[config.mk]
export PLATFORM = sky130hd
export DESIGN_NAME = riscboy_periph
export DESIGN_NICKNAME = d
export VERILOG_FILES = /design/src/source/riscboy_periph_pkg.sv /design/src/source/apb_splitter.sv /design/src/source/gpio.sv /design/src/source/pwm_tiny.sv /design/src/source/riscboy_periph.sv
export VERILOG_INCLUDE_DIRS = /design/src /design/src/source
export SDC_FILE = /design/constraint.sdc
export NUM_CORES = 1
export LEC_CHECK = 0
export ABC_AREA = 1
export BUFFER_PORTS_ARGS = -buffer_cell sky130_fd_sc_hd__buf_4
export CORE_MARGIN = 4
export CORE_UTILIZATION = 30
export DETAILED_ROUTE_END_ITERATION = 10
export HOLD_SLACK_MARGIN = 0.03
export REMOVE_ABC_BUFFERS = 1
export SLEW_MARGIN = 20
export SYNTH_ARGS = -nofsm -noshare
export SYNTH_HDL_FRONTEND = slang
export SYNTH_SLANG_ARGS = --single-unit
[constraint.sdc]
create_clock -name clk_sys -period 1.3 [get_ports clk_sys]
set_clock_uncertainty 0.15 [all_clocks]
set_input_delay 0.13 -clock clk_sys [delete_from_list [all_inputs] [get_ports clk_sys]]
set_output_delay 0.13 -clock clk_sys [all_outputs]
set_load 0.005 [all_outputs]
[src/source/riscboy_periph_macros.svh]
// Offsets are 12-bit byte offsets within a 4 KiB slot picked by paddr[15:12], and pad count stays in 1 to 32
`ifndef RISCBOY_PERIPH_MACROS_SVH
`define RISCBOY_PERIPH_MACROS_SVH

// ================================================
//  Bus and datapath widths
// ================================================

`define RB_W_PADDR    16
`define RB_W_DATA     32
`define RB_N_PADS     8
`define RB_W_PWM_CTR  8

// Slot numbers in the upper address nibble
`define RB_SLOT_GPIO  4'h0
`define RB_SLOT_PWM   4'h1

// ================================================
//  Register offsets and reset values
// ================================================

`define RB_GPIO_OUT   12'h000
`define RB_GPIO_OE    12'h004
`define RB_GPIO_IN    12'h008 // Read only
`define RB_GPIO_FSEL  12'h00c

`define RB_PWM_CTRL   12'h000 // Bit 0 enable, bit 1 invert
`define RB_PWM_CMP    12'h004

`define RB_GPIO_OUT_RST  '0
`define RB_GPIO_OE_RST   '0
`define RB_GPIO_FSEL_RST 1'b0
`define RB_PWM_CTRL_RST  2'b00
`define RB_PWM_CMP_RST   '0

`endif

[src/source/riscboy_periph_pkg.sv]
// APB carries no PREADY here since every slave answers in its first access cycle
`include "riscboy_periph_macros.svh"

package riscboy_periph_pkg;

	// ================================================
	//  APB request, master to slave
	// ================================================

	typedef struct packed {
		logic [`RB_W_PADDR-1:0] paddr;
		logic                   pwrite;
		logic [`RB_W_DATA-1:0]  pwdata;
		logic                   psel;
		logic                   penable; // High in the access phase only
	} apb_req_t;

	// ================================================
	//  APB response, slave to master
	// ================================================

	// Valid combinationally during the access phase
	typedef struct packed {
		logic [`RB_W_DATA-1:0] prdata;
		logic                  pslverr;
	} apb_rsp_t;

endpackage

[src/source/apb_splitter.sv]
// Purely combinational, decodes paddr[15:12] only and answers unmapped slots with an error
`timescale 1ns/1ps
`include "riscboy_periph_macros.svh"

module apb_splitter (
	input  riscboy_periph_pkg::apb_req_t req,
	output riscboy_periph_pkg::apb_rsp_t rsp,

	output riscboy_periph_pkg::apb_req_t gpio_req,
	input  riscboy_periph_pkg::apb_rsp_t gpio_rsp,

	output riscboy_periph_pkg::apb_req_t pwm_req,
	input  riscboy_periph_pkg::apb_rsp_t pwm_rsp
);

import riscboy_periph_pkg::*;

logic [3:0] slot;
logic       hit_gpio;
logic       hit_pwm;
apb_rsp_t   unmapped_rsp;

assign slot = req.paddr[`RB_W_PADDR-1 -: 4];

assign hit_gpio = slot == `RB_SLOT_GPIO;
assign hit_pwm  = slot == `RB_SLOT_PWM;

// ================================================
//  Request fan-out
// ================================================

// Everything but psel goes to both slots unchanged
always_comb begin
	gpio_req      = req;
	gpio_req.psel = req.psel & hit_gpio;
	pwm_req       = req;
	pwm_req.psel  = req.psel & hit_pwm;
end

// ================================================
//  Response mux
// ================================================

// Nobody home, so flag an error whenever the slot is addressed
always_comb begin
	unmapped_rsp.prdata  = '0;
	unmapped_rsp.pslverr = req.psel;
end

always_comb begin
	if (hit_gpio) begin
		rsp = gpio_rsp;
	end else if (hit_pwm) begin
		rsp = pwm_rsp;
	end else begin
		rsp = unmapped_rsp;
	end
end

endmodule

[src/source/gpio.sv]
// Zero wait state APB slave, N_PADS up to 32, pad_in is asynchronous and goes through two flops
`timescale 1ns/1ps
`include "riscboy_periph_macros.svh"

module gpio #(
	parameter int N_PADS = `RB_N_PADS
) (
	input  logic                         clk_sys,
	input  logic                         reset,

	input  riscboy_periph_pkg::apb_req_t req,
	output riscboy_periph_pkg::apb_rsp_t rsp,

	input  logic                         pwm_out, // Alternate function for pad 0
	output logic [N_PADS-1:0]            pad_out,
	output logic [N_PADS-1:0]            pad_oe,
	input  logic [N_PADS-1:0]            pad_in
);

logic [N_PADS-1:0]     out_reg;
logic [N_PADS-1:0]     oe_reg;
logic                  fsel_reg;  // Hands pad 0 to the PWM
logic [N_PADS-1:0]     in_meta;   // First synchronizer stage
logic [N_PADS-1:0]     in_reg;

logic [11:0]           offset;
logic                  wen;
logic                  reg_hit;
logic                  reg_ro;
logic                  bad_access;
logic [`RB_W_DATA-1:0] rd_data;

assign offset = req.paddr[11:0];
assign wen    = req.psel & req.penable & req.pwrite;

// ================================================
//  Register writes
// ================================================

// Writes land on the edge that closes the access phase
always_ff @(posedge clk_sys) begin
	if (reset) begin
		out_reg  <= `RB_GPIO_OUT_RST;
		oe_reg   <= `RB_GPIO_OE_RST;
		fsel_reg <= `RB_GPIO_FSEL_RST;
	end else if (wen) begin
		case (offset)
			`RB_GPIO_OUT:  out_reg  <= req.pwdata[N_PADS-1:0];
			`RB_GPIO_OE:   oe_reg   <= req.pwdata[N_PADS-1:0];
			`RB_GPIO_FSEL: fsel_reg <= req.pwdata[0];
			default: ; // IN and holes are left alone
		endcase
	end
end

// Input synchronizer, IN settles two edges after a pad moves
always_ff @(posedge clk_sys) begin
	in_meta <= pad_in;
	in_reg  <= in_meta;
end

// ================================================
//  Pad drive
// ================================================

always_comb begin
	pad_out = out_reg;
	pad_oe  = oe_reg;
	if (fsel_reg) begin
		pad_out[0] = pwm_out;
		pad_oe[0]  = 1'b1;
	end
end

// ================================================
//  Readback and error
// ================================================

always_comb begin
	rd_data = '0;
	reg_hit = 1'b1;
	reg_ro  = 1'b0;
	case (offset)
		`RB_GPIO_OUT:  rd_data[N_PADS-1:0] = out_reg;
		`RB_GPIO_OE:   rd_data[N_PADS-1:0] = oe_reg;
		`RB_GPIO_IN: begin
			rd_data[N_PADS-1:0] = in_reg;
			reg_ro = 1'b1;
		end
		`RB_GPIO_FSEL: rd_data[0] = fsel_reg;
		default:       reg_hit = 1'b0;
	endcase
end

// Unknown offset, or a write to the read-only IN register
assign bad_access = !reg_hit || (req.pwrite && reg_ro);

assign rsp.prdata  = (req.pwrite || bad_access) ? '0 : rd_data;
assign rsp.pslverr = req.psel & bad_access;

endmodule

[src/source/pwm_tiny.sv]
// Free-running 8-bit PWM, one output, zero wait state APB slave with registered pwm_out
`timescale 1ns/1ps
`include "riscboy_periph_macros.svh"

module pwm_tiny (
	input  logic                         clk_sys,
	input  logic                         reset,

	input  riscboy_periph_pkg::apb_req_t req,
	output riscboy_periph_pkg::apb_rsp_t rsp,

	output logic                         pwm_out
);

logic [1:0]               ctrl;   // Bit 0 enable, bit 1 invert
logic [`RB_W_PWM_CTR-1:0] cmp;
logic [`RB_W_PWM_CTR-1:0] ctr;

logic [11:0]              offset;
logic                     wen;
logic                     reg_hit;
logic [`RB_W_DATA-1:0]    rd_data;

assign offset = req.paddr[11:0];
assign wen    = req.psel & req.penable & req.pwrite;

// ================================================
//  Control registers
// ================================================

always_ff @(posedge clk_sys) begin
	if (reset) begin
		ctrl <= `RB_PWM_CTRL_RST;
		cmp  <= `RB_PWM_CMP_RST;
	end else if (wen) begin
		case (offset)
			`RB_PWM_CTRL: ctrl <= req.pwdata[1:0];
			`RB_PWM_CMP:  cmp  <= req.pwdata[`RB_W_PWM_CTR-1:0];
			default: ;
		endcase
	end
end

// ================================================
//  Counter and output
// ================================================

// Counter wraps mod 256, so output is high CMP cycles out of every 256
always_ff @(posedge clk_sys) begin
	if (reset) begin
		ctr     <= '0;
		pwm_out <= 1'b0;
	end else if (ctrl[0]) begin
		ctr     <= ctr + 1'b1;
		pwm_out <= (ctr < cmp) ^ ctrl[1];
	end else begin
		ctr     <= '0; // Parked, next enable starts a fresh period
		pwm_out <= 1'b0;
	end
end

// Readback
always_comb begin
	rd_data = '0;
	reg_hit = 1'b1;
	case (offset)
		`RB_PWM_CTRL: rd_data[1:0] = ctrl;
		`RB_PWM_CMP:  rd_data[`RB_W_PWM_CTR-1:0] = cmp;
		default:      reg_hit = 1'b0;
	endcase
end

assign rsp.prdata  = (req.pwrite || !reg_hit) ? '0 : rd_data;
assign rsp.pslverr = req.psel & !reg_hit;

endmodule

[src/source/riscboy_periph.sv]
// APB peripheral top, slot 0 is GPIO and slot 1 is PWM, every transfer takes exactly two cycles
`timescale 1ns/1ps
`include "riscboy_periph_macros.svh"

module riscboy_periph #(
	parameter int N_PADS = `RB_N_PADS
) (
	input  logic                         clk_sys,
	input  logic                         reset,

	input  riscboy_periph_pkg::apb_req_t req,
	output riscboy_periph_pkg::apb_rsp_t rsp,

	output logic [N_PADS-1:0]            pad_out,
	output logic [N_PADS-1:0]            pad_oe,
	input  logic [N_PADS-1:0]            pad_in
);

import riscboy_periph_pkg::*;

// ================================================
//  Interconnect
// ================================================

apb_req_t gpio_req;
apb_rsp_t gpio_rsp;
apb_req_t pwm_req;
apb_rsp_t pwm_rsp;

logic     pwm_out; // PWM to pad 0 via the GPIO function select

apb_splitter inst_apb_splitter (
	.req      (req),
	.rsp      (rsp),
	.gpio_req (gpio_req),
	.gpio_rsp (gpio_rsp),
	.pwm_req  (pwm_req),
	.pwm_rsp  (pwm_rsp)
);

// ================================================
//  Slaves
// ================================================

gpio #(
	.N_PADS (N_PADS)
) inst_gpio (
	.clk_sys (clk_sys),
	.reset   (reset),
	.req     (gpio_req),
	.rsp     (gpio_rsp),
	.pwm_out (pwm_out),
	.pad_out (pad_out),
	.pad_oe  (pad_oe),
	.pad_in  (pad_in)
);

pwm_tiny inst_pwm_tiny (
	.clk_sys (clk_sys),
	.reset   (reset),
	.req     (pwm_req),
	.rsp     (pwm_rsp),
	.pwm_out (pwm_out)
);

endmodule

==> results of run 1 <==
-- cells in the final DEF, fill, tap and decap left out, types with 2 or more instances in the layout --
cell,count
nand4_1,6
nor2_1,47
buf_6,16
a21oi_2,6
nand2_2,10
nand2_4,3
dlygate4sd3_1,17
dfxtp_4,2
buf_4,103
dfxtp_1,40
clkbuf_8,5
nand3_1,51
inv_1,24
nor2_4,10
conb_1,24
nor2_2,4
nand3_2,8
o21ai_0,2
ha_1,3
ha_4,5
inv_2,10
a21oi_1,13
o21ai_1,2
dfxtp_2,10
buf_12,3
o21ai_2,4
nand2_1,72
-- per-stage QoR --
stage / area, sq um / TNS [ps]
3_3_place_gp: 3450 / -9590
2_1_floorplan: 2480 / -12570
5_1_grt: 4220 / -3760
6_report: 4220 / -2770
4_1_cts: 4060 / -2550
3_5_place_dp: 3450 / -11200
-- cell families after synthesis --
family                     count (synthesis)
AOI/OAI and AO/OA                         31
buffers and inverters                     85
DFF                                       52
adders and majority gates                  8
and+or+nand+nor                          218
other                                      1
-- worst reg2reg max path: stages, from the launching register on --
cell	delay, ps
dfxtp_2	340
inv_2	50
ha_4	240
a21oi_2	140
nor2_2	50
nor3_2	190
buf_4	150
a21oi_4	50
nor2_2	90
-- synthesized netlist by cell type, drive strengths merged --
library cell	instances
and2	2
dfxtp	52
nor3	1
a21oi	20
nor3b	1
nand2	86
nand4	6
conb	1
o21ai	9
nand3	60
nor2	61
clkbuf	3
buf	47
inv	34
o211ai	1
ha	8
clkinv	1
o21a	1
and3	1
-- metal layers --
| metal | part of all wire | up-vias | global-route usage |
|---|---|---|---|
| li1 | - | 1436 | - |
| met1 | 0.45 | 1280 | 0.185 |
| met2 | 0.47 | 98 | 0.244 |
| met3 | 0.070 | 9 | 0.0404 |
| met4 | 0.010 | 0 | 0.0285 |
| met5 | 0 | - | 0 |
-- final timing paths --
kind	end	slack, ps
min	inst_gpio.in_reg[4]	180
min reg2reg	inst_gpio.in_reg[4]	180
max	rsp[4]	-300
max reg2reg	inst_pwm_tiny.pwm_out	-200
-- where the power goes --
group          internal (mW)  switching, mW
clock network          0.384          0.539
logic                  0.155          0.132
registers               1.61        0.00618
total                   2.15          0.677
-- final cells by class --
| cell class | count | area [sq um] |
|---|---|---|
| Clock inverter | 2 | 16.3 |
| Multi-Input combinational cell | 281 | 1620 |
| Timing Repair Buffer | 139 | 1180 |
| Fill cell | 844 | 4590 |
| Sequential cell | 52 | 1060 |
| Clock buffer | 6 | 72.6 |
| Inverter | 35 | 131 |
| Tap cell | 108 | 135 |
-- timing repair --
action,4_1_cts,5_1_grt
endpoints found under the setup margin,14,20
pin swaps,35,27
gates resized for setup,72,38
buffers inserted,11,3
hold buffers,17,0
hold endpoints to repair,35,0
==> flow_summary.ini, run 1 <==
[critical_path]
path_buf_inv = 5
cp_data_required_time_ps = 1020
timing.rr.start = inst_pwm_tiny.cmp[5]
critical_path.startpoint_type = input port
critical_path_class = input port to output port
cp.arrival_ps = 1320
slowest_stage = buf_4
crit_family = buffers and inverters
startpoint = req[35]
cp.depth = 11
r2r_cells = 8
cp_max_fo = 6
path_cells = buf_4 -> inv_2 -> nand2_4 -> nor2_4 -> buf_4 -> o21ai_4 -> a21oi_2 -> buf_4 -> nand3_2 -> nand2_2 -> buf_6
path_common_cell = buf_4
end_kind = output port
critPathMaxStageDelay_ps = 190

[clocking]
clkSlewWorstSetupHoldPaths_ps = 90
cts_tree = done
clkLatencyLatePin_ps = 310
clockBufferDepth = 2
numCtsBuffers = 5
cts_max_level = 2
root_buffer = clkbuf_8
cts_num_sinks = 52

[route]
vias = 2823
wl_mm = 7.84
drtPass1Iterations = 4
drtIter0Drc = 122
ant_nets = 0
drc = 0
via_per_inst = 4.53
wl_per_cell_um = 12.6

[timing]
period_minus_slack_ps = 1600
timing.final.crit_share = 1.23
slew_violations = 0
rsz0062_at_grt = yes
hold_viol = 0
setup_viol = 12
whs_ps = 185
worst_slack_ps = -305
max_freq_ghz = 0.623

[place]
port_buffers = 61
pre_cts_ws_ps = -395
place.gp.congestion = 0.856
dpl.hpwl_mm = 5.63
place_inst = 584

[pwr]
finalPower_mw = 2.83
leakagePower_nw = 2.01
max-vdd-ir-drop_v = 0.000597
power.density_mw_per_mm2 = 671

[synth]
yosys.area_share.adder = 0.0364
yosys.area_share.xor_xnor = 0
ys_seq_elements = 52
ys_seq_area_frac = 0.379
synthCells = 395
synth_area_sq_mm = 0.00275
yosys.area_share.simple = 0.347
synth_top_family_by_area = simple AND/OR/NAND/NOR gates
synth_top_area_share = 0.379
syn_area_per_cell_sq_um = 6.96
synth_top_cell_by_area = dfxtp_1
yosys-top-cells-area = dfxtp_1 38%, nand2_1 11%, buf_4 11%
yosysWarnings = 0
synthMuxAreaShare = 0
synth_cell_types = 28
synth-compound-area-share = 0.0583

[global_route]
overflow = 0
grt_use_total = 0.144
grt_pass1_wl_mm = 13.0
grt_pass1_vias = 2745
antenna_found_initial = 0
grt_start_max_net_pins = 19

[final_layout]
antennaDiodeCount = 0
fin_nets = 583
stdcell_count = 623
layout-drive-gt1-share = 0.406
fin_util = 0.479
area_growth_pct = 53.4

[die]
core_area_sq_mm = 0.00881
die_w_um = 104
start_util = 0.312
fp.dieH_um = 104
die_area_sq_mm = 0.0108
rows = 34
io_pins = 110

[min_path]
hold_path.class = flip-flop to flip-flop
min_path_cells = 0
hp-start = inst_gpio.in_meta[4]

[outcome]
violations = negative setup slack
status = finished with violations

[job]
maxCapViolCount = 0
Note: power is estimated with default switching activity, not from simulation.
==> inputs of run 2 (changes only) <==
--- a/config.mk
+++ b/config.mk
@@ -6,7 +6,6 @@
 export SDC_FILE = /design/constraint.sdc
 export NUM_CORES = 1
 export LEC_CHECK = 0
-export ABC_AREA = 1
 export BUFFER_PORTS_ARGS = -buffer_cell sky130_fd_sc_hd__buf_4
 export CORE_MARGIN = 4
 export CORE_UTILIZATION = 30
==> run 2 against run 1 <==
Compared with the run above:
- the run still ends with negative setup slack left
- final cell count is 21% lower
- utilization decreased by 2.6 points
- non-clock buffer count decreased by 14
- critical endpoint is now rsp[1]
- largest cell class unchanged
- largest power group unchanged
- highest routed layer unchanged
==> flow_summary.ini, run 2 <==
[synth]
synth_top_cell_by_area = dfxtp_1
syn_area_per_cell_sq_um = 9.58
yosys-top-cells-count = 52 x dfxtp_1, 40 x buf_4, 37 x nand2b_1
synth_area_sq_mm = 0.00271
synthCells = 283
synth_most_common_cell = dfxtp_1
async_reset_ff_frac = 0
ys_seq_area_frac = 0.384
yosys-top-cells-area = dfxtp_1 38%, mux2i_1 13%, buf_4 11%
synth_cell_types = 43
yosysWarnings = 0
ys_seq_elements = 52
synth_edf_count = 0
synth_ff_type = dfxtp_1
synth_top_area_share = 0.384

[route]
drtIter0Drc = 78
drc = 0
wl_mm = 6.68
wl_per_cell_um = 13.5
ant_nets = 0
via_per_inst = 4.49
vias = 2225
drtPass1Iterations = 4

[job]
maxCapViolCount = 0

[clocking]
cts_max_level = 2
cts_num_sinks = 52
numCtsBuffers = 5
root_buffer = clkbuf_8
cts_tree = done
clkSlewWorstSetupHoldPaths_ps = 100
clkLatencyLatePin_ps = 310
clockBufferDepth = 2

[timing]
max_freq_ghz = 0.592
worst_slack_ps = -390
setup_viol = 20
fin_tns_setup_ps = -3330
period_minus_slack_ps = 1690
slew_violations = 0
timing.final.crit_share = 1.30
rsz0062_at_grt = yes
hold_viol = 0

[place]
place.gp.congestion = 0.841
port_buffers = 61
dpl.hpwl_mm = 4.81

[die]
start_util = 0.309
rows = 34
die_area_sq_mm = 0.0106
die_w_um = 103
fp.dieH_um = 103
io_pins = 110
core_area_sq_mm = 0.00876

[pwr]
leakagePower_nw = 1.74
max-vdd-ir-drop_v = 0.000505
power.density_mw_per_mm2 = 739
finalPower_mw = 2.93

[min_path]
hold_path.class = input port to flip-flop

[critical_path]
cp_max_fo = 2
end_kind = output port
cp.arrival_ps = 1410
critical_path.startpoint_type = flip-flop
critical_path_class = flip-flop to output port
cp_data_required_time_ps = 1020

[final_layout]
layout_common_cells = 86 x buf_4, 37 x nand2b_1, 35 x mux2i_1, 32 x dfxtp_1, 24 x conb_1
nFillCells = 834
area_growth_pct = 46.4
layout_commonest_cell = buf_4
layout-drive-gt1-share = 0.434
fin_nets = 455
antennaDiodeCount = 0

[global_route]
grt_use_total = 0.124
antenna_found_initial = 0
overflow = 0
grt_pass1_vias = 2186
grt_start_max_net_pins = 19
grt_pass1_wl_mm = 10.4

[outcome]
violations = negative setup slack
status = finished with violations
run 2: final timing paths:
check / startpoint / end / slack (ps) / depth (start not counted)
setup / recovery: inst_gpio.fsel_reg / rsp[1] / -390 / 4
hold / removal: req[47] / inst_gpio.fsel_reg / 30 / 3
setup reg to reg: inst_pwm_tiny.cmp[2] / inst_pwm_tiny.pwm_out / -310 / 6
hold reg to reg: inst_gpio.in_meta[1] / inst_gpio.in_reg[1] / 180 / 0
run 2: routing by layer:
layer / routed length, um / track usage
met2: 3260 / 0.205
met3: 550 / 0.0379
met4: 24 / 0.0169
met5: 0 / 0
met1: 2850 / 0.163
run 2: what timing repair did:
item	4_1_cts	5_1_grt
hold buffers	16	0
gates resized for setup	53	29
buffers inserted	5	6
endpoints found under the setup margin	19	25
hold endpoints to repair	32	0
pin swaps	21	17
run 2: cell families after synthesis:
kind of cell,after synthesis,synth area share
simple gates,94,0.201
buf+inv,60,0.143
flops,52,0.384
mux,37,0.142
compound gates,25,0.0720
fa+ha+maj,8,0.0369
xor+xnor,6,0.0194
other cells,1,0.00138
run 2: through the flow:
step | setup slack [ps] | hold WS, ps | std cells | util | cell area (sq um)
after CTS | -379 | 43.7 | 490 | 0.439 | 3850
final | -390 | 30.0 | 495 | 0.453 | 3970
after floorplan | -450 | 7.72 | 254 | - | 2440
after global placement | -483 | 84.8 | 462 | 0.385 | 3370
after detailed placement | -456 | 85.6 | 462 | 0.385 | 3370
after global routing | -425 | 41.5 | 495 | 0.453 | 3970
run 2: worst max-delay path, stage by stage (launching register included):
cell and delay [ps]:
dfxtp_2 330, mux4_2 470, nor2_2 110, a211oi_2 50, buf_4 140
run 2: cell type report:
class / count / area [sq um] / share of cell area
Clock buffer: 5 / 68.8 / 0.0173
Clock inverter: 3 / 26.3 / 0.00662
Inverter: 8 / 30.0 / 0.00757
Multi-Input combinational cell: 194 / 1540 / 0.388
Sequential cell: 52 / 1070 / 0.269
Tap cell: 108 / 135 / 0.0341
Timing Repair Buffer: 125 / 1100 / 0.278
run 2: where the power goes:
group | internal (mW) | switching [mW] | leakage (nW) | total [mW]
logic | 0.195 | 0.141 | 1.26 | 0.335
clock network | 0.394 | 0.581 | 0.0487 | 0.975
registers | 1.62 | 0.00601 | 0.435 | 1.62
